**src/stream_merge_cfg.svh**
```systemverilog
// Stream merge configuration: port count, stream widths, buffer depth, register map width
`ifndef STREAM_MERGE_CFG_SVH
`define STREAM_MERGE_CFG_SVH

// --------------------
// Stream ports
// --------------------

// Number of burst sources merged onto the output
`define NR_OF_PORTS 4

// Payload width of one beat
`define DATA_WIDTH 32

// Width of the burst id carried with each beat
`define ID_WIDTH 2

// Entries in each per-port input buffer
`define FIFO_DEPTH 8

// --------------------
// Register port
// --------------------

// Byte address width of the AXI4-Lite register port
`define AXIL_ADDR_WIDTH 8

`endif

```
**src/axil_pkg.sv**
```systemverilog
// AXI4-Lite bus types and register map of the merge unit control port
`include "stream_merge_cfg.svh"

package axil_pkg;

  // Response codes on bresp and rresp
  typedef enum logic [1:0] {
    RESP_OKAY   = 2'b00,
    RESP_SLVERR = 2'b10
  } axil_resp_t;

  // --------------------
  // Bus signals
  // --------------------

  // Everything driven by the manager
  typedef struct packed {
    logic                        awvalid;
    logic [`AXIL_ADDR_WIDTH-1:0] awaddr;
    logic                        wvalid;
    logic [31:0]                 wdata;
    logic [3:0]                  wstrb;
    logic                        bready;
    logic                        arvalid;
    logic [`AXIL_ADDR_WIDTH-1:0] araddr;
    logic                        rready;
  } axil_req_t;

  // Everything driven by the subordinate
  typedef struct packed {
    logic        awready;
    logic        wready;
    logic        bvalid;
    axil_resp_t  bresp;
    logic        arready;
    logic        rvalid;
    logic [31:0] rdata;
    axil_resp_t  rresp;
  } axil_rsp_t;

  // --------------------
  // Register map
  // --------------------

  // Byte offsets, one 32-bit word per register
  typedef enum logic [`AXIL_ADDR_WIDTH-1:0] {
    REG_CTRL       = `AXIL_ADDR_WIDTH'('h00),
    REG_BURST_CNT0 = `AXIL_ADDR_WIDTH'('h04),
    REG_BURST_CNT1 = `AXIL_ADDR_WIDTH'('h08),
    REG_BURST_CNT2 = `AXIL_ADDR_WIDTH'('h0C),
    REG_BURST_CNT3 = `AXIL_ADDR_WIDTH'('h10),
    REG_BEAT_CNT   = `AXIL_ADDR_WIDTH'('h14)
  } csr_addr_t;

endpackage

```
**src/stream_pkg.sv**
```systemverilog
// Stream types shared by the buffers, the burst arbiter and the register block
`include "stream_merge_cfg.svh"

package stream_pkg;

  // --------------------
  // Beat
  // --------------------

  // One transfer on any stream in the merge unit
  // 35 bits with the default widths
  typedef struct packed {
    // Payload
    logic [`DATA_WIDTH-1:0] data;
    // Set on the final beat of a burst
    logic                   last;
    // Burst id, kept unchanged from source to output
    logic [`ID_WIDTH-1:0]   id;
  } beat_t;

  // --------------------
  // Arbiter
  // --------------------

  // Burst arbiter states
  // FIND scans the ports one per cycle, WAIT holds the grant until last
  typedef enum logic {
    FIND_MST_VALID_E,
    WAIT_MST_LAST_E
  } arbiter_state_t;

endpackage

```
**src/arbiter_m2s.sv**
```systemverilog
// Round-robin burst arbiter that merges all port streams onto one output
`timescale 1ns/100ps
`include "stream_merge_cfg.svh"

module arbiter_m2s import stream_pkg::*; (
  input  logic                          clk,
  input  logic                          rst_n,

  // --------------------
  // Port streams
  // --------------------

  input  logic  [`NR_OF_PORTS-1:0]      mst_valid,
  output logic  [`NR_OF_PORTS-1:0]      mst_ready,
  input  beat_t [`NR_OF_PORTS-1:0]      mst_beat,

  // --------------------
  // Merged stream
  // --------------------

  output logic                          slv_valid,
  input  logic                          slv_ready,
  output beat_t                         slv_beat
);

  localparam int PTR_W = $clog2(`NR_OF_PORTS);

  arbiter_state_t   arbiter_state;

  // Port examined in the current FIND cycle
  logic [PTR_W-1:0] rotating_mst;
  // Port that owns the output until its last beat
  logic [PTR_W-1:0] grant_idx;
  logic             last_fire;

  // Handshake of the closing beat ends the grant
  assign last_fire = slv_valid && slv_ready && slv_beat.last;

  // --------------------
  // FSM
  // --------------------

  always_ff @(posedge clk or negedge rst_n) begin
    if (!rst_n) begin
      arbiter_state <= FIND_MST_VALID_E;
      rotating_mst  <= '0;
      grant_idx     <= '0;
    end else begin
      case (arbiter_state)

        FIND_MST_VALID_E: begin
          // Scan only while the sink can take data
          if (slv_ready) begin
            if (rotating_mst == PTR_W'(`NR_OF_PORTS - 1)) begin
              rotating_mst <= '0;
            end else begin
              rotating_mst <= rotating_mst + 1'b1;
            end

            // Valid port found, first beat goes out next cycle
            if (mst_valid[rotating_mst]) begin
              arbiter_state <= WAIT_MST_LAST_E;
              grant_idx     <= rotating_mst;
            end
          end
        end

        WAIT_MST_LAST_E: begin
          // Search resumes after the granted port in the next cycle
          if (last_fire) begin
            arbiter_state <= FIND_MST_VALID_E;
          end
        end

        default: begin
          arbiter_state <= FIND_MST_VALID_E;
        end

      endcase
    end
  end

  // --------------------
  // Output multiplexer
  // --------------------

  always_comb begin
    slv_valid = 1'b0;
    slv_beat  = '0;
    mst_ready = '0;

    // Only the granted port sees ready, all others stall
    if (arbiter_state == WAIT_MST_LAST_E) begin
      slv_valid            = mst_valid[grant_idx];
      slv_beat             = mst_beat[grant_idx];
      mst_ready[grant_idx] = slv_ready;
    end
  end

endmodule

```
**src/beat_fifo.sv**
```systemverilog
// Per-port input buffer that only admits new bursts while the port is enabled
`timescale 1ns/100ps
`include "stream_merge_cfg.svh"

module beat_fifo import stream_pkg::*; (
  input  logic  clk,
  input  logic  rst_n,
  input  logic  port_enable,

  // Source side
  input  logic  in_valid,
  output logic  in_ready,
  input  beat_t in_beat,

  // Arbiter side
  output logic  buf_valid,
  input  logic  buf_ready,
  output beat_t buf_beat
);

  localparam int PTR_W = $clog2(`FIFO_DEPTH);
  localparam int CNT_W = $clog2(`FIFO_DEPTH + 1);

  beat_t            mem [`FIFO_DEPTH];
  logic [PTR_W-1:0] wr_ptr;
  logic [PTR_W-1:0] rd_ptr;
  logic [CNT_W-1:0] count;
  logic             in_burst;
  logic             running;
  logic             full;
  logic             push;
  logic             pop;

  assign full = (count == CNT_W'(`FIFO_DEPTH));

  // An open burst is always completed, a new one needs the enable bit
  // running keeps in_ready low until the first edge after reset
  assign in_ready = running && !full && (port_enable || in_burst);

  assign push = in_valid && in_ready;
  assign pop  = buf_valid && buf_ready;

  // Head of the buffer, visible the cycle after the write
  assign buf_valid = (count != '0);
  assign buf_beat  = mem[rd_ptr];

  // --------------------
  // Storage
  // --------------------

  always_ff @(posedge clk) begin
    if (push) begin
      mem[wr_ptr] <= in_beat;
    end
  end

  // --------------------
  // Pointers and state
  // --------------------

  always_ff @(posedge clk or negedge rst_n) begin
    if (!rst_n) begin
      wr_ptr   <= '0;
      rd_ptr   <= '0;
      count    <= '0;
      in_burst <= 1'b0;
      running  <= 1'b0;
    end else begin
      running <= 1'b1;

      // Circular pointers wrap at the last entry
      if (push) begin
        wr_ptr <= (wr_ptr == PTR_W'(`FIFO_DEPTH - 1)) ? '0 : wr_ptr + 1'b1;
      end
      if (pop) begin
        rd_ptr <= (rd_ptr == PTR_W'(`FIFO_DEPTH - 1)) ? '0 : rd_ptr + 1'b1;
      end

      // Push and pop in one cycle leave the count alone
      if (push && !pop) begin
        count <= count + 1'b1;
      end else if (pop && !push) begin
        count <= count - 1'b1;
      end

      // Burst stays open until its last beat has been accepted
      if (push) begin
        in_burst <= !in_beat.last;
      end
    end
  end

endmodule

```
**src/merge_csr.sv**
```systemverilog
// AXI4-Lite register block with port enable mask, burst counters per id and beat counter
`timescale 1ns/100ps
`include "stream_merge_cfg.svh"

module merge_csr import stream_pkg::*; import axil_pkg::*; (
  input  logic                    clk,
  input  logic                    rst_n,

  // Register port
  input  axil_req_t               s_axil_req,
  output axil_rsp_t               s_axil_rsp,

  // Enable bit per source port
  output logic [`NR_OF_PORTS-1:0] port_enable,

  // Merged output, observed only
  input  logic                    out_valid,
  input  logic                    out_ready,
  input  beat_t                   out_beat
);

  localparam int NR_OF_IDS = 1 << `ID_WIDTH;

  logic [`NR_OF_PORTS-1:0] enable_mask;
  logic [31:0]             burst_cnt [NR_OF_IDS];
  logic [31:0]             beat_cnt;

  // Write response channel
  logic                    bvalid_q;
  axil_resp_t              bresp_q;

  // Read data channel
  logic                    rvalid_q;
  axil_resp_t              rresp_q;
  logic [31:0]             rdata_q;

  logic                    wr_fire;
  logic                    rd_fire;
  logic                    out_fire;
  logic                    clear_cnt;
  axil_resp_t              wr_resp;
  axil_resp_t              rd_resp;
  logic [31:0]             rd_word;

  // Address and data accepted together, one write in flight
  assign wr_fire  = s_axil_req.awvalid && s_axil_req.wvalid && !bvalid_q;
  // One read in flight
  assign rd_fire  = s_axil_req.arvalid && !rvalid_q;
  assign out_fire = out_valid && out_ready;

  // Any write to the beat counter clears every counter
  assign clear_cnt = wr_fire && (s_axil_req.awaddr == REG_BEAT_CNT);

  assign port_enable = enable_mask;

  // --------------------
  // Address decode
  // --------------------

  always_comb begin
    wr_resp = RESP_OKAY;
    case (s_axil_req.awaddr)
      REG_CTRL, REG_BURST_CNT0, REG_BURST_CNT1,
      REG_BURST_CNT2, REG_BURST_CNT3, REG_BEAT_CNT: wr_resp = RESP_OKAY;
      default: wr_resp = RESP_SLVERR;
    endcase
  end

  always_comb begin
    rd_word = '0;
    rd_resp = RESP_OKAY;
    case (s_axil_req.araddr)
      REG_CTRL:       rd_word[`NR_OF_PORTS-1:0] = enable_mask;
      REG_BURST_CNT0: rd_word = burst_cnt[0];
      REG_BURST_CNT1: rd_word = burst_cnt[1];
      REG_BURST_CNT2: rd_word = burst_cnt[2];
      REG_BURST_CNT3: rd_word = burst_cnt[3];
      REG_BEAT_CNT:   rd_word = beat_cnt;
      // Unmapped offset reads zero with an error
      default:        rd_resp = RESP_SLVERR;
    endcase
  end

  // --------------------
  // Bus handshakes
  // --------------------

  always_ff @(posedge clk or negedge rst_n) begin
    if (!rst_n) begin
      bvalid_q <= 1'b0;
      bresp_q  <= RESP_OKAY;
      rvalid_q <= 1'b0;
      rresp_q  <= RESP_OKAY;
    end else begin
      // bvalid one cycle after the write, held until bready
      if (wr_fire) begin
        bvalid_q <= 1'b1;
        bresp_q  <= wr_resp;
      end else if (s_axil_req.bready) begin
        bvalid_q <= 1'b0;
      end

      // rvalid one cycle after arvalid, held until rready
      if (rd_fire) begin
        rvalid_q <= 1'b1;
        rresp_q  <= rd_resp;
      end else if (s_axil_req.rready) begin
        rvalid_q <= 1'b0;
      end
    end
  end

  // Read data captured with the address
  always_ff @(posedge clk) begin
    if (rd_fire) begin
      rdata_q <= rd_word;
    end
  end

  always_comb begin
    s_axil_rsp         = '0;
    s_axil_rsp.awready = wr_fire;
    s_axil_rsp.wready  = wr_fire;
    s_axil_rsp.bvalid  = bvalid_q;
    s_axil_rsp.bresp   = bresp_q;
    s_axil_rsp.arready = !rvalid_q;
    s_axil_rsp.rvalid  = rvalid_q;
    s_axil_rsp.rdata   = rdata_q;
    s_axil_rsp.rresp   = rresp_q;
  end

  // --------------------
  // Control and counters
  // --------------------

  always_ff @(posedge clk or negedge rst_n) begin
    if (!rst_n) begin
      enable_mask <= '1;
      beat_cnt    <= '0;
      for (int i = 0; i < NR_OF_IDS; i++) begin
        burst_cnt[i] <= '0;
      end
    end else begin
      // Mask bits live in the lowest byte lane
      if (wr_fire && s_axil_req.awaddr == REG_CTRL && s_axil_req.wstrb[0]) begin
        enable_mask <= s_axil_req.wdata[`NR_OF_PORTS-1:0];
      end

      // Clear wins over a beat in the same cycle
      if (clear_cnt) begin
        beat_cnt <= '0;
        for (int i = 0; i < NR_OF_IDS; i++) begin
          burst_cnt[i] <= '0;
        end
      end else if (out_fire) begin
        beat_cnt <= beat_cnt + 1'b1;
        // Burst counted on its closing beat
        if (out_beat.last) begin
          burst_cnt[out_beat.id] <= burst_cnt[out_beat.id] + 1'b1;
        end
      end
    end
  end

endmodule

```
**src/stream_merge_top.sv**
```systemverilog
// Stream merge unit top: port buffers, burst arbiter and AXI4-Lite register block
`timescale 1ns/100ps
`include "stream_merge_cfg.svh"

module stream_merge_top import stream_pkg::*; import axil_pkg::*; (
  input  logic                          clk,
  input  logic                          rst_n,

  // Source streams
  input  logic  [`NR_OF_PORTS-1:0]      in_valid,
  output logic  [`NR_OF_PORTS-1:0]      in_ready,
  input  beat_t [`NR_OF_PORTS-1:0]      in_beat,

  // Merged output stream
  output logic                          out_valid,
  input  logic                          out_ready,
  output beat_t                         out_beat,

  // Register port
  input  axil_req_t                     s_axil_req,
  output axil_rsp_t                     s_axil_rsp
);

  // Buffer outputs towards the arbiter
  logic  [`NR_OF_PORTS-1:0] buf_valid;
  logic  [`NR_OF_PORTS-1:0] buf_ready;
  beat_t [`NR_OF_PORTS-1:0] buf_beat;

  // Enable mask from the register block
  logic  [`NR_OF_PORTS-1:0] port_enable;

  // --------------------
  // Input buffers
  // --------------------

  for (genvar p = 0; p < `NR_OF_PORTS; p++) begin : g_port
    beat_fifo u_fifo (
      .clk         (clk),
      .rst_n       (rst_n),
      .port_enable (port_enable[p]),
      .in_valid    (in_valid[p]),
      .in_ready    (in_ready[p]),
      .in_beat     (in_beat[p]),
      .buf_valid   (buf_valid[p]),
      .buf_ready   (buf_ready[p]),
      .buf_beat    (buf_beat[p])
    );
  end

  // --------------------
  // Arbiter
  // --------------------

  arbiter_m2s u_arbiter (
    .clk       (clk),
    .rst_n     (rst_n),
    .mst_valid (buf_valid),
    .mst_ready (buf_ready),
    .mst_beat  (buf_beat),
    .slv_valid (out_valid),
    .slv_ready (out_ready),
    .slv_beat  (out_beat)
  );

  // Registers watch the merged output
  merge_csr u_csr (
    .clk         (clk),
    .rst_n       (rst_n),
    .s_axil_req  (s_axil_req),
    .s_axil_rsp  (s_axil_rsp),
    .port_enable (port_enable),
    .out_valid   (out_valid),
    .out_ready   (out_ready),
    .out_beat    (out_beat)
  );

endmodule

```
**config.mk**
```make
export PLATFORM = sky130hd
export DESIGN_NAME = stream_merge_top
export DESIGN_NICKNAME = d
export VERILOG_FILES = /design/src/axil_pkg.sv /design/src/stream_pkg.sv /design/src/arbiter_m2s.sv /design/src/beat_fifo.sv /design/src/merge_csr.sv /design/src/stream_merge_top.sv
export VERILOG_INCLUDE_DIRS = /design/src /design/src/src
export SDC_FILE = /design/constraint.sdc
export NUM_CORES = 2
export LEC_CHECK = 0
export ABC_AREA = 1
export BUFFER_PORTS_ARGS = -buffer_cell sky130_fd_sc_hd__buf_4
export CAP_MARGIN = 0
export CORE_MARGIN = 1
export CORE_UTILIZATION = 35
export CTS_CLUSTER_DIAMETER = 80
export CTS_CLUSTER_SIZE = 10
export DETAILED_ROUTE_END_ITERATION = 6
export GPL_TIMING_DRIVEN = 0
export PLACE_DENSITY = 0.55
export SETUP_SLACK_MARGIN = 0.3
export SKIP_LAST_GASP = 1
export SYNTH_ARGS = -nofsm -noshare
export SYNTH_HDL_FRONTEND = slang
export SYNTH_HIERARCHICAL = 1
export SYNTH_SLANG_ARGS = --single-unit
```
**constraint.sdc**
```tcl
create_clock -name clk -period 4.7 [get_ports clk]
set_input_delay 0.235 -clock clk [delete_from_list [all_inputs] [get_ports clk]]
set_output_delay 0.235 -clock clk [all_outputs]
set_load 0.01 [all_outputs]
```
==> results_dict.tcl <==
set metrics [dict create \
    core-area_um2 179000 \
    rows 155 \
    synth_edf_count 1152 \
    worstHoldPathType "in -> reg" \
    wire_per_inst_um 20.16 \
    grt_max_degree 104 \
    synth-async-reset-ratio 0.1610 \
    r2r_setup_slack_ns 0.43 \
    skew_ns 0.03316 \
    min_to "u_csr/burst_cnt[67]$_DFFE_PN0P_" \
    grt_pass1_vias 45340 \
    crit_type "reg -> reg" \
    clk_pin_slew_ns 0.06 \
    yosysWarnings 6 \
    boundaryPins 285 \
    gp_congestion 0.9285 \
    crit_top_cell "nand2_1" \
    ir_drop_uv 320.6 \
    fmax_ghz 0.2341 \
    drc_errors 0 \
    final_common_cell "nand2_1" \
    die_h_um 427.4 \
    routed_wirelength_mm 200.3 \
    dp_hpwl_mm 143.1 \
    viasPerCell 4.848 \
    crit_family "simple AND/OR/NAND/NOR gates" \
    relSlewSlack 0.2020 \
    initial_core_util 0.3538 \
    mostFrequentLayoutCells "nand2_1 (2,554), edfxtp_1 (1,152), nor2_1 (1,009), inv_1 (640), nand3_1 (298)" \
    synth_top_area_frac 0.5462 \
    cts-buffers-inserted 157 \
    nets 7732 \
    period_share 0.9090 \
    drt_first_pass_iters 7 \
    crit_buf_inv 6 \
    fin_ws_ns 0.4279 \
    gr-usage-all-layers 0.2169 \
    reg2reg_from "g_port[0].u_fifo/rd_ptr[1]$_DFFE_PN0P_" \
    tritoncts "yes" \
    cellLeakagePower_uw 0.03250 \
    clkSinkCount 1373 \
    rsz0062_at_grt "false" \
    crit_fanout 10 \
    cts_max_level 4 \
    slew_violations 0 \
    min_period_ns 4.272 \
    cts_root_buffer "clkbuf_16" \
    synth_area_um2 63330 \
    antenna_left 0 \
    grt_pass1_wl_mm 293.2 \
    synth_top_area_cell "edfxtp_1" \
    area.growth.synth_to_final_pct 20.20 \
    timing.rr.end "u_csr/burst_cnt[25]$_DFFE_PN0P_" \
    worstMarginPinSlew_ns 1.197 \
    clock_latency_ns 0.80 \
    hp-start "s_axil_req[51]" \
    grt-ovfl-total 0 \
    crit_slowest_cell "dfrtp_1" \
    synth_area_leaders "edfxtp_1 (55%), nand2_1 (15%), dfrtp_1 (8.6%)" \
    max_stage_delay_ns 0.38 \
    cp-startpoint "g_port[0].u_fifo/rd_ptr[1]$_DFFE_PN0P_" \
    antenna_found_initial 33 \
    reg2reg_depth 21 \
    final_util 0.4253 \
    start_kind "flop" \
    vias 48190 \
    cp.required_ns 5.39 \
    status "complete, no violations" \
    holdPathStages 5 \
    dp_slack_ns -0.5051 \
    synth_cell_types 53 \
    seq_area_frac_synth 0.6336 \
    p_per_area_nw_per_um2 548.4 \
    portBuffers 250 \
    cp.depth 21 \
    drive_gt1_frac 0.1244 \
    ys_seq_elements 1373 \
    first_iter_violations 4582 \
    die_area_um2 182700 \
    maxCapViolCount 0 \
    syn-instance-count 6808 \
    fp.dieW_um 427.4 \
    synth_ff_type "edfxtp_1" \
    clk_path_buf_depth 3 \
    syn_area_per_cell_um2 9.303 \
    path_cells "buf_2 > inv_1 > clkbuf_2 > o21ai_0 > o21ai_0 > nand2_1 > nand2_2 > nand3_1 > a41oi_4 > buf_12 > clkbuf_4 > clkbuf_4 > nand2_1 > nand2_1 > nand2_2 > nor2_1 > nand2_1 > nor2_1 > nand3_2 > nand3_1 > nand2_1" \
    setup_violations 0 \
    cp.arrival_ns 4.96 \
    hold_viol 0 \
    cp-end-kind "flop" \
]
-- cells in the mapped netlist, types with 2 or more instances --
master and instances:
a21oi_1 28, nor2_4 2, o221ai_1 7, o21bai_1 5
and3_1 2, xor2_1 8, mux2_2 4, nor2_2 17
nand3_1 303, conb_1 5, o22ai_1 42, buf_2 159
nand4_1 44, o21ai_1 56, ha_1 31, nor4_1 4
inv_1 644, a31oi_1 3, a41oi_2 28, buf_1 11
nand3_2 3, buf_4 37, edfxtp_1 1152, fa_1 4
or2_2 7, clkinv_1 4, nor3_1 44, clkbuf_1 66
buf_6 35, dfrtp_1 217, a41oi_1 6, nor2_1 1025
a221oi_1 14, xnor2_1 8, o21a_1 2, o2111ai_1 4
nand2_1 2560, inv_2 11, dfstp_2 4, nand2_2 18
o21ai_0 171, nor3_2 2
-- sequential cells by signal, summed over array words and instances, names as in the netlist --
| name | count |
|---|---|
| u_csr/rdata_q | 32 |
| u_arbiter/arbiter_state | 1 |
| u_csr/rvalid_q | 1 |
| u_arbiter/grant_idx | 2 |
| u_csr/port_enable | 4 |
| u_csr/rresp_q | 1 |
| g_port.u_fifo/count | 16 |
| g_port.u_fifo/wr_ptr | 12 |
| g_port.u_fifo/mem | 1120 |
| u_csr/bvalid_q | 1 |
| u_arbiter/rotating_mst | 2 |
| u_csr/beat_cnt | 32 |
| u_csr/bresp_q | 1 |
| u_csr/burst_cnt | 128 |
| g_port.u_fifo/rd_ptr | 12 |
| g_port.u_fifo/running | 4 |
| g_port.u_fifo/in_burst | 4 |
-- routing by layer --
metal	wire length, um	part of all wire	GRT usage	vias up
met5	118	0.00059	0	-
met4	8935	0.045	0.09744	18
met3	11930	0.060	0.03348	368
met2	95700	0.48	0.3560	1573
met1	83640	0.42	0.2820	22960
li1	-	-	-	23270
-- cells by family after synthesis --
group           after synthesis  share of synthesized area
xor+xnor                     16                   0.002213
buf+inv                     970                    0.06745
other cells                   5                  0.0002964
flops                      1373                     0.6336
compound gates              372                    0.03777
fa+ha+maj                    35                   0.007389
simple gates               4033                     0.2506
mux                           4                  0.0007111
-- where the power goes --
part / switching [uW] / total, uW / internal (uW)
Sequential: 490 / 14300 / 13900
Clock: 4830 / 11200 / 6360
Combinational: 11400 / 16200 / 4810
-- stage by stage --
| stage | instance area [um2] | hold WS (ns) | std cells | total power, uW | TNS [ns] |
|---|---|---|---|---|---|
| finish | 76130 | 0.1061 | 9939 | 41750 | 0 |
| detailed placement | 69650 | 0.1532 | 9516 | 30250 | -20.83 |
| global placement | 68160 | 0.4322 | 9414 | 30020 | -1652.05 |
| CTS | 75920 | 0.05456 | 9921 | 41810 | 0 |
| floorplan | 63340 | -0.06059 | 6809 | 23840 | 0 |
| global route | 76120 | 0.1403 | 9936 | 43840 | 0 |
-- worst register-to-register path, stage by stage, from the launching register on --
cell	delay [ns]
dfrtp_1	0.38
buf_2	0.25
inv_1	0.22
clkbuf_2	0.28
o21ai_0	0.12
o21ai_0	0.21
nand2_1	0.09
nand2_2	0.16
nand3_1	0.15
a41oi_4	0.20
buf_12	0.15
clkbuf_4	0.21
clkbuf_4	0.26
nand2_1	0.08
nand2_1	0.17
nand2_2	0.13
nor2_1	0.26
nand2_1	0.10
nor2_1	0.36
nand3_2	0.20
nand3_1	0.13
nand2_1	0.06
-- worst max path at each step --
stage | endpoint | slack (ns)
after detailed placement | u_csr/burst_cnt[44]$_DFFE_PN0P_ | -0.51
after global placement | g_port[3].u_fifo/mem[1][23]$_DFFE_PP_ | -2.27
final | u_csr/burst_cnt[25]$_DFFE_PN0P_ | 0.43
after floorplan | g_port[1].u_fifo/mem[6][0]$_DFFE_PP_ | 0.79
after global routing | u_csr/burst_cnt[114]$_DFFE_PN0P_ | 0.27
after CTS | u_csr/burst_cnt[124]$_DFFE_PN0P_ | 0.30
-- timing repair --
action / 4_1_cts / 5_1_grt
setup endpoints to repair: 125 / 99
gates resized for setup: 19 / 42
endpoints found under the hold margin: 1367 / 0
setup buffers: 9 / 3
pin swaps: 5 / 6
hold buffers: 160 / 0
-- cell type report --
cell class,count,area (um2)
Multi-Input combinational cell,4466,19250
Buffer,310,1834
Sequential cell,1373,40130
Timing Repair Buffer,525,4938
Clock buffer,219,4257
Clock inverter,17,250.2
Fill cell,17240,102900
Antenna cell,14,35.03
Inverter,660,2486
Tap cell,2355,2947
Power figures use the tool's default switching activity.
